### src/rtl/cache_cfg_pkg.sv
package cache_cfg_pkg;

  // cache geometry
  localparam int ADDR_W     = 32;
  localparam int WORD_W     = 32;                          // cpu word and memory beat
  localparam int STRB_W     = WORD_W / 8;                  // one strobe bit per byte
  localparam int LINE_WORDS = 8;                           // also beats per burst
  localparam int OFFSET_W   = 5;                           // byte offset inside a line
  localparam int INDEX_W    = 3;
  localparam int TAG_W      = ADDR_W - INDEX_W - OFFSET_W; // 24 bits
  localparam int NUM_SETS   = 1 << INDEX_W;
  localparam int LINE_W     = WORD_W * LINE_WORDS;         // 256 bit line
  localparam int SEL_W      = $clog2(LINE_WORDS);
  localparam int WAY_W      = 3;                           // room for up to 8 ways
  localparam int BEAT_W     = 4;

  typedef logic [ADDR_W-1:0]  addr_t;
  typedef logic [WORD_W-1:0]  word_t;
  typedef logic [STRB_W-1:0]  strb_t;
  typedef logic [TAG_W-1:0]   tag_t;
  typedef logic [INDEX_W-1:0] index_t;
  typedef logic [SEL_W-1:0]   word_sel_t;  // word position within a line
  typedef logic [LINE_W-1:0]  line_t;
  typedef logic [WAY_W-1:0]   way_t;
  typedef logic [BEAT_W-1:0]  beat_cnt_t;

  // address fields, tag | index | word | byte
  function automatic tag_t addr_tag(addr_t a);
    return a[ADDR_W-1 -: TAG_W];
  endfunction

  function automatic index_t addr_index(addr_t a);
    return a[OFFSET_W +: INDEX_W];
  endfunction

  function automatic word_sel_t addr_word(addr_t a);
    return a[OFFSET_W-1 -: SEL_W];  // drops the byte-in-word bits
  endfunction

  // line aligned burst address
  function automatic addr_t line_base(tag_t t, index_t i);
    return {t, i, {OFFSET_W{1'b0}}};
  endfunction

endpackage

### src/rtl/cache_bus_pkg.sv
package cache_bus_pkg;

  // cpu request, valid travels beside it
  typedef struct packed {
    logic                 write;  // 1 for store
    cache_cfg_pkg::addr_t addr;
    cache_cfg_pkg::word_t wdata;
    cache_cfg_pkg::strb_t wstrb;
  } cpu_req_t;  // 69 bits

  // tag lookup result, valid for the live request address
  typedef struct packed {
    logic                 hit;
    cache_cfg_pkg::way_t  hit_way;       // lowest matching way
    cache_cfg_pkg::way_t  victim_way;    // round-robin pick
    logic                 victim_dirty;  // victim holds valid modified data
    cache_cfg_pkg::tag_t  victim_tag;    // for the write-back address
  } lookup_t;  // 32 bits

  // line store commands from the miss engine
  typedef struct packed {
    logic                hit_wr;    // merge cpu write into the line
    logic                rf_beat;   // one refill beat accepted
    logic                rf_last;   // final refill beat, tag update
    logic                wb_load;   // victim line into the write-back register
    logic                wb_shift;  // write-back beat accepted
    cache_cfg_pkg::way_t way;       // target way for all of the above
  } line_ctrl_t;  // 8 bits

endpackage

### src/rtl/cache_lookup.sv
`timescale 1ns/1ps

module cache_lookup #(
  parameter int NUM_WAYS = 6
) (
  input  logic                      clk,
  input  logic                      rst,
  input  cache_cfg_pkg::addr_t      req_addr,
  input  cache_bus_pkg::line_ctrl_t line_ctrl,
  output cache_bus_pkg::lookup_t    lookup
);
  import cache_cfg_pkg::*;
  import cache_bus_pkg::*;

  tag_t                req_tag;
  index_t              req_index;
  logic [NUM_WAYS-1:0] way_hit;
  way_t                rr_q;      // next victim

  // per-way state, one bit per set
  logic [NUM_SETS-1:0] valid_q [NUM_WAYS];
  logic [NUM_SETS-1:0] dirty_q [NUM_WAYS];
  tag_t                tag_q   [NUM_WAYS][NUM_SETS];

  assign req_tag   = addr_tag(req_addr);
  assign req_index = addr_index(req_addr);

  // compare all ways in parallel
  always_comb begin
    for (int w = 0; w < NUM_WAYS; w++) begin
      way_hit[w] = valid_q[w][req_index] && (tag_q[w][req_index] == req_tag);
    end
  end

  always_comb begin
    lookup     = '0;
    lookup.hit = |way_hit;
    // walk down so the lowest matching way is left standing
    for (int w = NUM_WAYS - 1; w >= 0; w--) begin
      if (way_hit[w]) begin
        lookup.hit_way = way_t'(w);
      end
    end
    lookup.victim_way   = rr_q;
    lookup.victim_dirty = valid_q[rr_q][req_index] && dirty_q[rr_q][req_index];
    lookup.victim_tag   = tag_q[rr_q][req_index];  // only meaningful when dirty
  end

  // valid, dirty and the round-robin pointer
  always_ff @(posedge clk) begin
    if (rst) begin
      for (int w = 0; w < NUM_WAYS; w++) begin
        valid_q[w] <= '0;
        dirty_q[w] <= '0;
      end
      rr_q <= '0;
    end else begin
      if (line_ctrl.rf_last) begin
        valid_q[line_ctrl.way][req_index] <= 1'b1;
        dirty_q[line_ctrl.way][req_index] <= 1'b0;  // fresh line matches memory
        // pointer moves once per completed refill, wraps at the way count
        if (rr_q == way_t'(NUM_WAYS - 1)) begin
          rr_q <= '0;
        end else begin
          rr_q <= rr_q + way_t'(1);
        end
      end else if (line_ctrl.hit_wr) begin
        dirty_q[line_ctrl.way][req_index] <= 1'b1;
      end
    end
  end

  // tag written together with the last refill beat
  always_ff @(posedge clk) begin
    if (line_ctrl.rf_last) begin
      tag_q[line_ctrl.way][req_index] <= req_tag;
    end
  end

endmodule

### config.mk
export PLATFORM = sky130hd
export DESIGN_NAME = cache_lookup
export DESIGN_NICKNAME = d
export VERILOG_FILES = /design/src/rtl/cache_cfg_pkg.sv /design/src/rtl/cache_bus_pkg.sv /design/src/rtl/cache_lookup.sv
export SDC_FILE = /design/constraint.sdc
export NUM_CORES = 2
export LEC_CHECK = 0
export BUFFER_PORTS_ARGS = -buffer_cell sky130_fd_sc_hd__buf_4
export CAP_MARGIN = 20
export CORE_MARGIN = 2
export CORE_UTILIZATION = 55
export CTS_CLUSTER_SIZE = 10
export DETAILED_ROUTE_END_ITERATION = 10
export GPL_ROUTABILITY_DRIVEN = 0
export MAX_ROUTING_LAYER = met4
export PLACE_DENSITY = 0.76
export SLEW_MARGIN = 5
export SYNTH_ARGS = -nofsm -noshare
export SYNTH_HDL_FRONTEND = slang
export SYNTH_SLANG_ARGS = --single-unit
### constraint.sdc
create_clock -name clk -period 11 [get_ports clk]
set_clock_uncertainty 0.1 [all_clocks]
set_input_delay 0.55 -clock clk [delete_from_list [all_inputs] [get_ports clk]]
set_output_delay 0.55 -clock clk [all_outputs]
set_load 0.05 [all_outputs]
==> impl_metrics.yaml <==
clock_network:
  cts_setup_buffers: 0
  cts_buffer_depth: 3
  htree_num_levels: 4
  clk_root_buffer_cell: "clkbuf_16"
  cts_tree: "built"
  cts_buffers: 187
  clock_latency_ps: 820
  cts.sinks: 1670
  clkTransAtPathRegs_ps: 50
die:
  core_mm2: 0.137
  rows: 136
  die_area_mm2: 0.141
  die-height_um: 376
  pin_count: 74
  die_x_um: 376
  start_util: 0.554
drt:
  routed_wirelength_um: 271000
  vias: 48179
  drt_iter0_drc: 10292
  ant_nets: 0
  drc: 0
  wl_per_cell_um: 44.4
  first_pass_iters: 9
  vias_per_cell: 7.89
timing:
  timing.final.crit_share: 0.601
  slew_headroom: 0.125
  grt_setup_unrepaired: "no"
  setup_viol: 0
  worstMarginPinSlew_ps: 1300
  fin_crit_ps: 6610
  tns_ps: 0
  max_freq_mhz: 151
  report.final.slew_viol_count: 0
  hold_violations: 0
  fin_hold_ws_ps: 75.0
min_path:
  hp-class: "in -> reg"
cells_and_area:
  final_common_cell: "edfxtp_1"
  layout-drive-gt1-share: 0.286
  design_area_mm2: 0.0839
  areaGrowthSynthToFinish_pct: 10.4
  layout.nets: 4299
  n_fill_cell: 9475
  layout_common_cells: "edfxtp_1 (1664), mux4_2 (540), mux2i_1 (332)"
global_routing:
  grt_use_total: 0.396
  grt_overflow: 0
  met1_usage: 0.487
  use_met2: 0.538
  grt_pass1_wl_um: 368000
  grt_max_degree: 122
  antenna_found_initial: 13
  grt_pass1_vias: 45828
  top_usage_layer: "met2"
  grtUsageMet3: 0.165
power_and_ir_drop:
  p_leak_uw: 0.0258
  vdd_drop_max_mv: 0.179
  powerDensity_mw_per_mm2: 167
synth:
  ys_seq_elements: 1670
  synth_edf_count: 1664
  syn_nets: 4235
  synth.avg_cell_area_um2: 18.1
  seq_area_frac_synth: 0.659
  synthDominantCellAreaShare: 0.657
  synth_cell_type_count: 69
  synth_ff_type: "edfxtp_1"
  synthesis.area_mm2: 0.0760
  async_flop_share: 0
  synth_area_leaders: "edfxtp_1 (66%), mux4_2 (16%), mux2i_1 (4.4%)"
  synth_cells: 4193
  yosysTopAreaCell: "edfxtp_1"
  synth_warnings: 0
placement:
  portBuffers: 65
  place_area_mm2: 0.0788
  dp_hpwl_um: 160000
setup_path:
  end_kind: "output pin"
  worstPathBufferInverterCount: 4
  crit_path_frequent_cell: "buf_4"
  critPathMaxStageDelay_ps: 870
  critPathSlowestCell: "a21oi_1"
  start_kind: "input pin"
  crit_fanout: 62
  cp_data_required_time_ps: 10350
  crit_path_cell_trace: "buf_8, buf_4, buf_4, mux2i_1, nor2_1, a21oi_1, o21ai_0, xnor2_1, nand4_1, or4_1, a21oi_1, buf_4"
  crit_family: "buffers and inverters"
  worstPathArrival_ps: 5960
  critical_path_class: "in -> out"
status:
  outcome: "complete, no violations"
run:
  maxCapViolations: 0
-- registers in the layout, summed over array words and instances, names as in the netlist, named ones only --
name     cells
tag_q     1536
dirty_q     64
valid_q     64
rr_q         3
-- worst reg2reg max path: stages, from the launching register on --
cell and delay [ps]:
dfxtp_1 360, nand2_1 110, nor2_1 100, nand2_1 60
a21oi_1 170
-- synthesized netlist by cell type, types with 10 or more instances --
cell,instances
edfxtp_1,1664
mux4_2,540
nor2_1,272
o22ai_1,125
o22a_1,13
buf_6,19
or3_1,19
mux2i_1,332
o211ai_1,10
buf_2,91
mux2_2,120
xnor2_1,69
nand3_1,19
a22oi_1,79
or2_2,57
nand4_1,26
or4_1,11
a221oi_1,83
nor3_1,44
nand2_1,85
o21ai_0,45
nor4_1,11
xor2_1,50
a21oi_1,29
clkbuf_1,126
buf_1,68
a221o_1,22
inv_1,14
buf_4,23
-- power by group --
| part | internal [uW] | switching (uW) |
|---|---|---|
| combinational | 527 | 923 |
| sequential | 7070 | 38.4 |
| clock | 3070 | 2430 |
| total | 10700 | 3390 |
-- metal layers --
metal,up-vias,part of all wire
met5,-,0
met4,0,0.083
met3,1196,0.17
met2,5154,0.42
met1,24301,0.32
li1,17528,-
-- path summary, 6_finish.rpt --
path                                            from          to  slack [ps]  depth (start not counted)
worst min register to register  rr_q[2]$_SDFFE_PP0P_    register         400                          2
worst max-delay path                     req_addr[5]  lookup[29]        4390                         12
worst min-delay path                    line_ctrl[5]    register          70                          3
worst max register to register  rr_q[0]$_SDFFE_PP0P_    register       10000                          4
-- stage by stage --
step                      instances  setup WS, ps  total power, uW   util
after floorplan                4193          6780             8100      -
after global placement         5859          4290             8610  0.574
after global routing           6105          4400            14300  0.611
after detailed placement       5859          4310             8620  0.574
after CTS                      6090          4310            14000  0.611
final                          6110          4390            14100  0.611
-- repair_timing --
item,4_1_cts,5_1_grt
resized for setup,0,0
hold buffers,1,0
endpoints found under the hold margin,4,0
-- cells by family after synthesis --
logic type                after synthesis  synth area share
DFF                                  1670             0.659
xor gates and xnor gates              119            0.0137
and+or+nand+nor                       592            0.0367
muxes                                 998             0.223
AOI/OAI and AO/OA                     466            0.0446
buffers and inverters                 348            0.0227
-- cell type report --
cell class	count	area, um2	area share
clock inverter	17	253	0.00301
antenna	18	45.0	0.000537
multi-input combinational	2175	24800	0.295
clock buffer	213	4800	0.0572
timing repair buffer	209	1690	0.0201
inverter	14	55.1	0.000656
tap	1794	2240	0.0267
sequential	1670	50100	0.597
No activity file was read; power rests on OpenSTA's default activity.
