**src/rtl/cache_cfg_pkg.sv**
```systemverilog
package cache_cfg_pkg;

  // cache geometry
  localparam int ADDR_W     = 32;
  localparam int WORD_W     = 32;                          // cpu word and memory beat
  localparam int STRB_W     = WORD_W / 8;                  // one strobe bit per byte
  localparam int LINE_WORDS = 8;                           // also beats per burst
  localparam int OFFSET_W   = 5;                           // byte offset inside a line
  localparam int INDEX_W    = 3;
  localparam int TAG_W      = ADDR_W - INDEX_W - OFFSET_W; // 24 bits
  localparam int NUM_SETS   = 1 << INDEX_W;
  localparam int LINE_W     = WORD_W * LINE_WORDS;         // 256 bit line
  localparam int SEL_W      = $clog2(LINE_WORDS);
  localparam int WAY_W      = 3;                           // room for up to 8 ways
  localparam int BEAT_W     = 4;

  typedef logic [ADDR_W-1:0]  addr_t;
  typedef logic [WORD_W-1:0]  word_t;
  typedef logic [STRB_W-1:0]  strb_t;
  typedef logic [TAG_W-1:0]   tag_t;
  typedef logic [INDEX_W-1:0] index_t;
  typedef logic [SEL_W-1:0]   word_sel_t;  // word position within a line
  typedef logic [LINE_W-1:0]  line_t;
  typedef logic [WAY_W-1:0]   way_t;
  typedef logic [BEAT_W-1:0]  beat_cnt_t;

  // address fields, tag | index | word | byte
  function automatic tag_t addr_tag(addr_t a);
    return a[ADDR_W-1 -: TAG_W];
  endfunction

  function automatic index_t addr_index(addr_t a);
    return a[OFFSET_W +: INDEX_W];
  endfunction

  function automatic word_sel_t addr_word(addr_t a);
    return a[OFFSET_W-1 -: SEL_W];  // drops the byte-in-word bits
  endfunction

  // line aligned burst address
  function automatic addr_t line_base(tag_t t, index_t i);
    return {t, i, {OFFSET_W{1'b0}}};
  endfunction

endpackage

```
**src/rtl/cache_bus_pkg.sv**
```systemverilog
package cache_bus_pkg;

  // cpu request, valid travels beside it
  typedef struct packed {
    logic                 write;  // 1 for store
    cache_cfg_pkg::addr_t addr;
    cache_cfg_pkg::word_t wdata;
    cache_cfg_pkg::strb_t wstrb;
  } cpu_req_t;  // 69 bits

  // tag lookup result, valid for the live request address
  typedef struct packed {
    logic                 hit;
    cache_cfg_pkg::way_t  hit_way;       // lowest matching way
    cache_cfg_pkg::way_t  victim_way;    // round-robin pick
    logic                 victim_dirty;  // victim holds valid modified data
    cache_cfg_pkg::tag_t  victim_tag;    // for the write-back address
  } lookup_t;  // 32 bits

  // line store commands from the miss engine
  typedef struct packed {
    logic                hit_wr;    // merge cpu write into the line
    logic                rf_beat;   // one refill beat accepted
    logic                rf_last;   // final refill beat, tag update
    logic                wb_load;   // victim line into the write-back register
    logic                wb_shift;  // write-back beat accepted
    cache_cfg_pkg::way_t way;       // target way for all of the above
  } line_ctrl_t;  // 8 bits

endpackage

```
**src/rtl/miss_engine.sv**
```systemverilog
`timescale 1ns/1ps

module miss_engine (
  input  logic                      clk,
  input  logic                      rst,
  input  logic                      req_valid,
  input  logic                      req_write,
  input  cache_cfg_pkg::addr_t      req_addr,
  input  cache_bus_pkg::lookup_t    lookup,
  output logic                      req_ready,
  output logic                      rsp_valid,
  input  logic                      rsp_ready,
  output logic                      rd_req_valid,
  output cache_cfg_pkg::addr_t      rd_req_addr,
  input  logic                      rd_req_ready,
  input  logic                      rd_rsp_valid,
  input  logic                      rd_rsp_last,
  output logic                      rd_rsp_ready,
  output logic                      wr_req_valid,
  output cache_cfg_pkg::addr_t      wr_req_addr,
  input  logic                      wr_req_ready,
  input  logic                      wr_data_ready,
  output logic                      wr_data_valid,
  output logic                      wr_data_last,
  output cache_bus_pkg::line_ctrl_t line_ctrl
);
  import cache_cfg_pkg::*;
  import cache_bus_pkg::*;

  typedef enum logic [2:0] {
    idle,
    wb_req,   // write-back address phase
    wb_data,  // eight victim beats out
    rf_req,   // refill address phase
    rf_data,  // eight beats in
    hit_wr,
    hit_rd,
    respond   // read word held for the cpu
  } state_t;

  state_t    state_q;
  state_t    state_d;
  beat_cnt_t beat_q;
  logic      last_beat;
  logic      wb_fire;
  logic      rf_fire;
  logic      miss_phase;

  assign wb_fire    = (state_q == wb_data) && wr_data_ready;
  assign rf_fire    = (state_q == rf_data) && rd_rsp_valid;
  assign last_beat  = (beat_q == beat_cnt_t'(LINE_WORDS - 1));
  assign miss_phase = (state_q == wb_req) || (state_q == wb_data) ||
                      (state_q == rf_req) || (state_q == rf_data);

  always_comb begin
    state_d = state_q;
    case (state_q)
      idle: begin
        if (req_valid) begin
          if (lookup.hit) begin
            state_d = req_write ? hit_wr : hit_rd;
          end else if (lookup.victim_dirty) begin
            state_d = wb_req;  // victim goes out first
          end else begin
            state_d = rf_req;
          end
        end
      end
      wb_req:  if (wr_req_ready) state_d = wb_data;
      wb_data: if (wb_fire && last_beat) state_d = rf_req;
      rf_req:  if (rd_req_ready) state_d = rf_data;
      rf_data: begin
        // replay as a hit once the line is in
        if (rf_fire && rd_rsp_last) begin
          state_d = req_write ? hit_wr : hit_rd;
        end
      end
      hit_wr:  state_d = idle;     // merge happens this cycle
      hit_rd:  state_d = respond;
      respond: if (rsp_ready) state_d = idle;
      default: state_d = idle;
    endcase
  end

  always_ff @(posedge clk) begin
    if (rst) begin
      state_q <= idle;
    end else begin
      state_q <= state_d;
    end
  end

  // write-back beat counter, restarts on every write-back
  always_ff @(posedge clk) begin
    if (rst || (state_q == wb_req)) begin
      beat_q <= '0;
    end else if (wb_fire) begin
      beat_q <= beat_q + beat_cnt_t'(1);
    end
  end

  // cpu side
  assign req_ready = (state_q == hit_wr) || (state_q == hit_rd);
  assign rsp_valid = (state_q == respond);

  // memory side, addresses are line aligned
  assign rd_req_valid  = (state_q == rf_req);
  assign rd_req_addr   = line_base(addr_tag(req_addr), addr_index(req_addr));
  assign rd_rsp_ready  = (state_q == rf_data);
  assign wr_req_valid  = (state_q == wb_req);
  assign wr_req_addr   = line_base(lookup.victim_tag, addr_index(req_addr));
  assign wr_data_valid = (state_q == wb_data);
  assign wr_data_last  = (state_q == wb_data) && last_beat;

  // line store strobes
  always_comb begin
    line_ctrl          = '0;
    line_ctrl.hit_wr   = (state_q == hit_wr);
    line_ctrl.rf_beat  = rf_fire;
    line_ctrl.rf_last  = rf_fire && rd_rsp_last;
    line_ctrl.wb_load  = (state_q == wb_req) && wr_req_ready;  // snapshot on address accept
    line_ctrl.wb_shift = wb_fire;
    line_ctrl.way      = miss_phase ? lookup.victim_way : lookup.hit_way;
  end

endmodule

```
**config.mk**
```make
export PLATFORM = sky130hd
export DESIGN_NAME = miss_engine
export DESIGN_NICKNAME = d
export VERILOG_FILES = /design/src/rtl/cache_cfg_pkg.sv /design/src/rtl/cache_bus_pkg.sv /design/src/rtl/miss_engine.sv
export SDC_FILE = /design/constraint.sdc
export NUM_CORES = 1
export LEC_CHECK = 0
export ABC_CLOCK_PERIOD_IN_PS = 4500
export CAP_MARGIN = 30
export CORE_MARGIN = 4
export CORE_UTILIZATION = 25
export DETAILED_ROUTE_END_ITERATION = 8
export DONT_BUFFER_PORTS = 1
export PLACE_DENSITY = 0.41
export SLEW_MARGIN = 15
export SYNTH_ARGS = -nofsm -noshare
export SYNTH_HDL_FRONTEND = slang
export SYNTH_SLANG_ARGS = --single-unit
```
**constraint.sdc**
```tcl
create_clock -name clk -period 4.5 [get_ports clk]
set_clock_uncertainty 0.15 [all_clocks]
set_input_delay 0.45 -clock clk [delete_from_list [all_inputs] [get_ports clk]]
set_output_delay 0.45 -clock clk [all_outputs]
set_load 0.02 [all_outputs]
```
==> key figures, run 1 <==
Synthesis
  • Cell taking the most area after synthesis: buf_4
  • Yosys top cell area share: 0.457
  • Synthesized area: 0.00110 sq mm
  • Synth cell types: 36
  • Post-Syn Instances: 141
  • Synthesized area per cell: 7.80 sq um
  • Seq cells post-synth: 7
  • Main area contributors after synthesis: buf_4 46%, dfxtp_1 13%, nor2_1 3.8%
  • Seq/Total Area, Yosys: 0.127
  • Synth Warn #: 0

Clock tree
  • Worst-Skew Late Latency: 0.22 ns
  • Number of clock sinks: 7
  • Clock Path Buffers: 2
  • Clock-pin slew on the worst setup and hold paths: 0.04 ns
  • CTS Buf Count: 3
  • CTS tree: yes
  • CTS H-tree depth: 1
  • Setup bufs post-CTS: 0
  • Hold buffers post-CTS: 0
  • CTS root buf: clkbuf_8
  • Cts repair resizes: 0

Worst setup path
  • Critical path type: register to output port
  • Crit Path Max Fanout: 13
  • RR Endpoint: state_q[1]
  • Worst endpoint data arrival time: 1.98 ns
  • CP startpoint: state_q[2]
  • CP endpoint kind: output port
  • Worst-path cell chain: inv_1 > nor3_1 > and3_1
  • Register-to-Register Path Depth: 4
  • R2r setup slk: 2.60 ns
  • Worst path slowest cell: nor3_1
  • Worst setup path endpoint: line_ctrl[5]
  • Crit start category: register
  • Slowest stage delay, CP: 0.63 ns
  • R2r startpoint: state_q[1]
  • Worst Path Required: 3.90 ns

Die
  • Effective utilization at floorplan: 0.267
  • Die area: 0.00552 sq mm
  • Core Area: 0.00412 sq mm
  • Cell row count: 23
  • IO Count: 153
  • Die Width: 74.3 um
  • Die height: 74.3 um

Timing
  • Tcrit/Tclk final: 0.573
  • Pins Over Slew Limit: 0
  • FMAX: 0.388 GHz
  • RSZ-0062 raised after global routing: no
  • Slew @ Worst Pin: 0.714 ns
  • Final hold violation count: 0
  • Final Setup Violations: 0
  • Max transition margin: 0.520
  • Min Clock Period, post-route: 2.58 ns
  • Fin Setup TNS: 0 ns

Global routing
  • Overall Global Routing Usage: 0.0745
  • Vias in the first global route: 625
  • Wire length of the first global-routing pass: 3190 um
  • Congestion Overflow GR: 0
  • Number of antenna violations at the first check in global routing: 0
  • Largest net degree at the start of global routing: 21

Placed design
  • I/O Buffers: 0
  • Post-DP HPWL: 1840 um
  • Global placement routability congestion: 0.740

Route
  • Drt wl/cell: 16.5 um
  • Met3 routed WL: 423 um
  • Highest routed layer: met4
  • Vias: 596
  • Initial DRC count: 22
  • ANT nets after route: 0
  • DR vias/cell: 4.52
  • Metal-1 WL: 670 um
  • Met2 WL: 993 um
  • Total wire length: 2180 um
  • First-pass DRT Iterations: 4
  • # DRC: 0

Final layout
  • Layout area overhead: -35.6%
  • Finished Core Util: 0.172
  • Ant. Diodes: 0
  • Nets@finish: 158
  • Fraction of layout cells with a size suffix above 1: 0.146
  • Fillers: 464

Power and ir drop
  • Pwr dens: 667 mW/mm^2
  • Leak: 0.283 nW
  • Tot Pwr: 0.000473 W
  • VDD IR max: 0.000104 V

Flow run
  • Total of max-cap violations: 0

Hold path
  • Hold crit path type: input pin to register

Outcome
  • Status: finished clean
-- Yosys cell counts, drive strengths merged --
library cell	number
nor3	1
and3b	1
buf	71
conb	1
nand2	4
o21bai	1
mux2i	4
o31ai	1
inv	3
nand3	1
nor4	1
and2	1
mux2	3
ha	1
o21ai	3
a21oi	1
nand2b	2
dfxtp	7
or3b	1
a31oi	2
and4bb	1
or2	1
a41oi	1
xor2	2
a211oi	2
xnor2	3
o211ai	1
nor2	11
nand3b	1
nand4	1
clkbuf	1
and3	6
-- flip-flops by register name (all words and copies together) (netlist names) --
register,count
state_q,3
beat_q,4
-- critical path, delay by kind of cell (launching register included) --
family / cells / cell delay [ns]
simple gates: 2 / 1.01
flops: 1 / 0.56
buf+inv: 1 / 0.19
-- layout by cell type (no fill, tap or decap), types with 2 or more instances in the layout --
master / count
xnor2_1: 3
and3_1: 5
o21ai_0: 3
mux2_2: 3
nor2_1: 11
nand2b_1: 2
a31oi_1: 2
inv_1: 3
dfxtp_1: 7
mux2i_1: 4
conb_1: 10
nand2_1: 4
xor2_1: 2
clkbuf_8: 3
-- area by class of cell --
cell class                 count  area, sq um  area share
multi-input combinational     68          449       0.634
inverter                       3         11.3      0.0159
clock buffer                   4         45.0      0.0636
sequential                     7          140       0.198
tap                           50         62.6      0.0883
-- worst min-delay path by stage --
stage,end,startpoint,slack [ns],cells past startpoint
final,state_q[1],rst,0.14,1
after global routing,state_q[1],rst,0.13,1
after CTS,state_q[1],rst,0.13,1
after detailed placement,beat_q[3],beat_q[3],0.36,2
after global placement,beat_q[3],beat_q[3],0.34,2
after floorplan,beat_q[3],beat_q[3],0.32,2
-- kinds of logic after synthesis --
logic type,count (synthesis),synth area share
compound gates,12,0.0865
xor+xnor,5,0.0398
fa+ha+maj,1,0.0114
buf+inv,75,0.495
flops,7,0.127
mux,7,0.0671
other cells,1,0.00341
simple gates,33,0.170
-- power by group --
part	internal [W]	switching [W]	total, W
combinational	0.000110	0.000147	0.000257
clock	0.0000611	0.0000246	0.0000857
sequential	0.0000770	0.0000528	0.000130
-- stage by stage --
step           cell area [sq um]  hold WS, ns  instances  setup slack, ns
2_1_floorplan               1130        0.320        150             2.39
3_3_place_gp                 663        0.336        128             2.13
3_5_place_dp                 663        0.359        128             2.13
4_1_cts                      708        0.135        132             1.89
5_1_grt                      708        0.132        132             1.80
6_report                     708        0.138        132             1.92
-- per-layer routing --
metal	up-vias	global-route usage
li1	263	-
met1	248	0.0733
met2	59	0.111
met3	26	0.0378
met4	0	0.0731
met5	-	0
Note: power is estimated with default switching activity, not from simulation.
==> run 2: changes to the inputs <==
- ABC_CLOCK_PERIOD_IN_PS: 4500 -> 2400
- clock period: 4.5 -> 2.4 ns (I/O delays scaled with it)
==> key figures, run 2 (synthesized netlist as in run 1, its figures left out) <==
Clock tree
  • CTS H-tree depth: 1
  • Worst-Skew Late Latency: 0.22 ns
  • CTS root buf: clkbuf_8
  • Cts repair resizes: 0
  • CTS tree: yes
  • Number of clock sinks: 7
  • Clock-pin slew on the worst setup and hold paths: 0.04 ns
  • Setup bufs post-CTS: 0
  • Clock Path Buffers: 2
  • CTS Buf Count: 3
  • Hold buffers post-CTS: 1

Worst setup path
  • Worst Path Required: 2.01 ns
  • Critical path type: register to output port
  • Crit Path Max Fanout: 13
  • Delay-heaviest family, CP: flip-flops
  • Worst path slowest cell: dfxtp_1
  • Worst-path cell chain: nor2_1 > xnor2_1 > mux2_2
  • Critical path buffers and inverters: 0
  • Crit start category: register
  • CP endpoint kind: output port
  • Slowest stage delay, CP: 0.57 ns
  • Worst endpoint data arrival time: 1.66 ns

Power and ir drop
  • P_sw: 0.000431 W
  • Reg power frac: 0.229
  • Pwr dens: 1240 mW/mm^2
  • Int Pwr: 0.000491 W
  • Net Sw Frac: 0.467
  • Tot Pwr: 0.000922 W
  • Clock group share of total power: 0.174
  • Leak: 0.303 nW
  • VDD IR max: 0.000202 V
  • Comb pwr share: 0.597

Global routing
  • Overall Global Routing Usage: 0.0748
  • Wire length of the first global-routing pass: 3150 um
  • Vias in the first global route: 611
  • Congestion Overflow GR: 0
  • Number of antenna violations at the first check in global routing: 0
  • Largest net degree at the start of global routing: 14

Flow run
  • Total of max-cap violations: 0

Timing
  • Pins Over Slew Limit: 0
  • Hold_ws: 0.0483 ns
  • Setup ws final: 0.347 ns
  • RSZ-0062 raised after global routing: no
  • Final Setup Violations: 0
  • Final hold violation count: 0
  • Min Clock Period, post-route: 2.05 ns
  • Fin Setup TNS: 0 ns
  • Tcrit/Tclk final: 0.855
  • FMAX: 0.487 GHz

Die
  • IO Count: 153
  • Cell row count: 23
  • Die height: 74.3 um
  • Die area: 0.00552 sq mm
  • Die Width: 74.3 um
  • Core Area: 0.00412 sq mm
  • Effective utilization at floorplan: 0.267

Route
  • Initial DRC count: 32
  • Total wire length: 2260 um
  • # DRC: 0
  • First-pass DRT Iterations: 4
  • Drt wl/cell: 16.6 um
  • Vias: 616
  • DR vias/cell: 4.53
  • ANT nets after route: 0

Final layout
  • Fillers: 471
  • Area of the multi-input gates: 449 sq um
  • Layout Cells excl Fill: 136
  • Nets@finish: 162
  • Fraction of layout cells with a size suffix above 1: 0.174
  • Ant. Diodes: 0
  • Top flop regs: beat_q (4), state_q (3)
  • Layout area overhead: -32.7%
  • Reg area: 140 sq um
  • Largest Register: beat_q
  • Most common cell after layout, fill and taps aside: nor2_1
  • Most frequent cells in the layout: 11 x nor2_1, 10 x conb_1, 7 x dfxtp_1, 5 x and3_1
  • Max reg flops: 4

Outcome
  • Status: finished clean

Placed design
  • Placed Instances: 131
  • Global placement routability congestion: 0.755
  • I/O Buffers: 0
  • Place WS: 0.590 ns
  • Post-DP HPWL: 1890 um

Hold path
  • Hold crit path type: input pin to register
==> run 2: cell count changes in the layout (fill, tap and decap cells not counted) <==
| cell | delta |
|---|---|
| buf_4 | +3 |
| dlygate4sd3_1 | +1 |
==> run 2: power groups by stage <==
stage | clock [W] | combinational, W | sequential [W]
2_1_floorplan | 0 | 0.000692 | 0.000159
3_5_place_dp | 0 | 0.000550 | 0.000214
6_report | 0.000161 | 0.000550 | 0.000211
4_1_cts | 0.000164 | 0.000556 | 0.000212
3_3_place_gp | 0 | 0.000549 | 0.000210
5_1_grt | 0.000172 | 0.000601 | 0.000221
==> run 2: per-layer routing <==
layer | vias to the layer above | GRT usage | wire [um]
met3 | 30 | 0.0365 | 431
met4 | 0 | 0.0731 | 140
met1 | 250 | 0.0709 | 702
li1 | 272 | - | -
met5 | - | 0 | 0
met2 | 64 | 0.116 | 987
==> run 2: worst register-to-register path: cells and delay by family, from the launching register on <==
| kind | cells | cell delay (ns) |
|---|---|---|
| AND/OR/NAND/NOR | 4 | 0.82 |
| buffers and inverters | 1 | 0.24 |
| flip-flops | 1 | 0.43 |
==> run 2: path summary, 6_finish.rpt <==
check / slack, ns / from / endpoint / cells past startpoint
min: 0.05 / rst / state_q[2] / 3
max reg2reg: 0.70 / state_q[1] / beat_q[3] / 5
min reg2reg: 0.37 / beat_q[3] / beat_q[3] / 2
max: 0.35 / state_q[0] / line_ctrl[1] / 3
==> run 2: through the flow <==
stage                      util  cell area (sq um)
after CTS                 0.180                741
after detailed placement  0.167                686
after floorplan               -               1130
after global placement    0.167                686
final                     0.180                741
after global routing      0.180                741
==> run 2: final cells by class <==
type                            count  area share
Inverter                            3      0.0152
Tap cell                           50      0.0845
Timing Repair Buffer                4      0.0439
Clock buffer                        4      0.0608
Multi-Input combinational cell     68       0.606
Sequential cell                     7       0.189
==> run 3: changes to the inputs <==
- CAP_MARGIN: 30 -> 20
- PLACE_DENSITY: 0.41 -> default
- SKIP_CTS_REPAIR_TIMING: default -> 1
==> key figures, run 3 (synthesized netlist as in run 1, its figures left out) <==
Die
  • Die Width: 74.3 um
  • Die height: 74.3 um
  • Die area: 0.00552 sq mm
  • Core Area: 0.00412 sq mm
  • Effective utilization at floorplan: 0.267
  • Cell row count: 23
  • IO Count: 153

Route
  • First-pass DRT Iterations: 4
  • Met3 routed WL: 237 um
  • DR vias/cell: 4.31
  • Initial DRC count: 46
  • ANT nets after route: 0
  • Highest routed layer: met4
  • Total wire length: 1830 um
  • Metal-1 WL: 707 um
  • # DRC: 0
  • Vias: 586
  • Drt wl/cell: 13.5 um
  • Met2 WL: 861 um

Placed design
  • Global placement routability congestion: 0.816
  • I/O Buffers: 0
  • Placed Instances: 131
  • Post-DP HPWL: 1450 um

Clock tree
  • CTS tree: yes
  • Clock-pin slew on the worst setup and hold paths: 0.04 ns
  • CTS Buf Count: 3
  • Worst-Skew Late Latency: 0.22 ns
  • CTS H-tree depth: 1
  • CTS root buf: clkbuf_8
  • Clock Path Buffers: 2
  • Number of clock sinks: 7

Final layout
  • Fillers: 459
  • Largest Register: beat_q
  • Most common cell after layout, fill and taps aside: nor2_1
  • Top flop regs: beat_q (4), state_q (3)
  • Reg area: 140 sq um
  • Nets@finish: 162
  • Most frequent cells in the layout: 11 x nor2_1, 10 x conb_1, 7 x dfxtp_1, 5 x and3_1
  • Layout area overhead: -32.7%
  • Area of the multi-input gates: 449 sq um
  • Ant. Diodes: 0
  • Fraction of layout cells with a size suffix above 1: 0.174
  • Max reg flops: 4
  • Layout Cells excl Fill: 136

Power and ir drop
  • Pwr dens: 1240 mW/mm^2
  • VDD IR max: 0.000216 V
  • Leak: 0.303 nW
  • Tot Pwr: 0.000920 W

Timing
  • Final Setup Violations: 0
  • Pins Over Slew Limit: 0
  • Hold_ws: 0.0361 ns
  • Final hold violation count: 0
  • Min Clock Period, post-route: 2.05 ns
  • Fin Setup TNS: 0 ns
  • RSZ-0062 raised after global routing: no
  • FMAX: 0.488 GHz
  • Tcrit/Tclk final: 0.854

Global routing
  • Congestion Overflow GR: 0
  • Wire length of the first global-routing pass: 2570 um
  • Vias in the first global route: 549
  • Largest net degree at the start of global routing: 17
  • Number of antenna violations at the first check in global routing: 0
  • Overall Global Routing Usage: 0.0620

Worst setup path
  • Worst Path Required: 2.01 ns
  • CP endpoint kind: output port
  • R2r setup slk: 0.58 ns
  • Crit start category: register
  • Worst endpoint data arrival time: 1.66 ns
  • Critical path type: register to output port
  • Slowest stage delay, CP: 0.59 ns
  • Crit Path Max Fanout: 13
  • Worst-path cell chain: inv_1 > nor3_1 > and3_1
  • Worst path slowest cell: dfxtp_1

Outcome
  • Status: finished clean

Flow run
  • Total of max-cap violations: 0

Hold path
  • Hold crit path type: input pin to register
==> run 3: cell counts in the layout (fill, tap and decap cells not counted) <==
No cell type changed its count.
==> run 3: area by class of cell <==
| type | instances | share of cell area |
|---|---|---|
| sequential | 7 | 0.189 |
| multi-input combinational | 68 | 0.606 |
| timing repair buffer | 4 | 0.0439 |
| clock buffer | 4 | 0.0608 |
| tap | 50 | 0.0845 |
| inverter | 3 | 0.0152 |
==> run 3: power by group <==
part | switching [W] | total [W] | internal [W]
Sequential | 0.0000448 | 0.000189 | 0.000144
Combinational | 0.000336 | 0.000569 | 0.000233
Clock | 0.0000475 | 0.000162 | 0.000115
Total | 0.000428 | 0.000920 | 0.000492
==> run 3: worst paths after layout <==
| kind | from | end | depth (start not counted) |
|---|---|---|---|
| worst max-delay path | state_q[2] | line_ctrl[5] | 3 |
| worst min-delay path | rst | state_q[2] | 3 |
| worst max register to register | state_q[2] | state_q[0] | 4 |
| worst min register to register | beat_q[3] | beat_q[3] | 2 |
==> run 3: worst max-delay path, delay by kind of cell, from the launching register on <==
kind / cells / cell delay (ns)
AND/OR/NAND/NOR: 2 / 0.62
buffers and inverters: 1 / 0.22
flip-flops: 1 / 0.59
==> run 3: per-layer routing <==
layer | up-vias | global-route usage
li1 | 272 | -
met3 | 6 | 0.0338
met2 | 32 | 0.0994
met1 | 276 | 0.0571
met4 | 0 | 0.0534
met5 | - | 0
==> run 3: through the flow <==
stage | worst slack (ns) | utilization | instance area, sq um
finish | 0.352 | 0.180 | 741
global route | 0.224 | 0.180 | 741
CTS | 0.369 | 0.178 | 731
detailed placement | 0.628 | 0.167 | 686
global placement | 0.648 | 0.167 | 686
floorplan | 0.501 | - | 1130
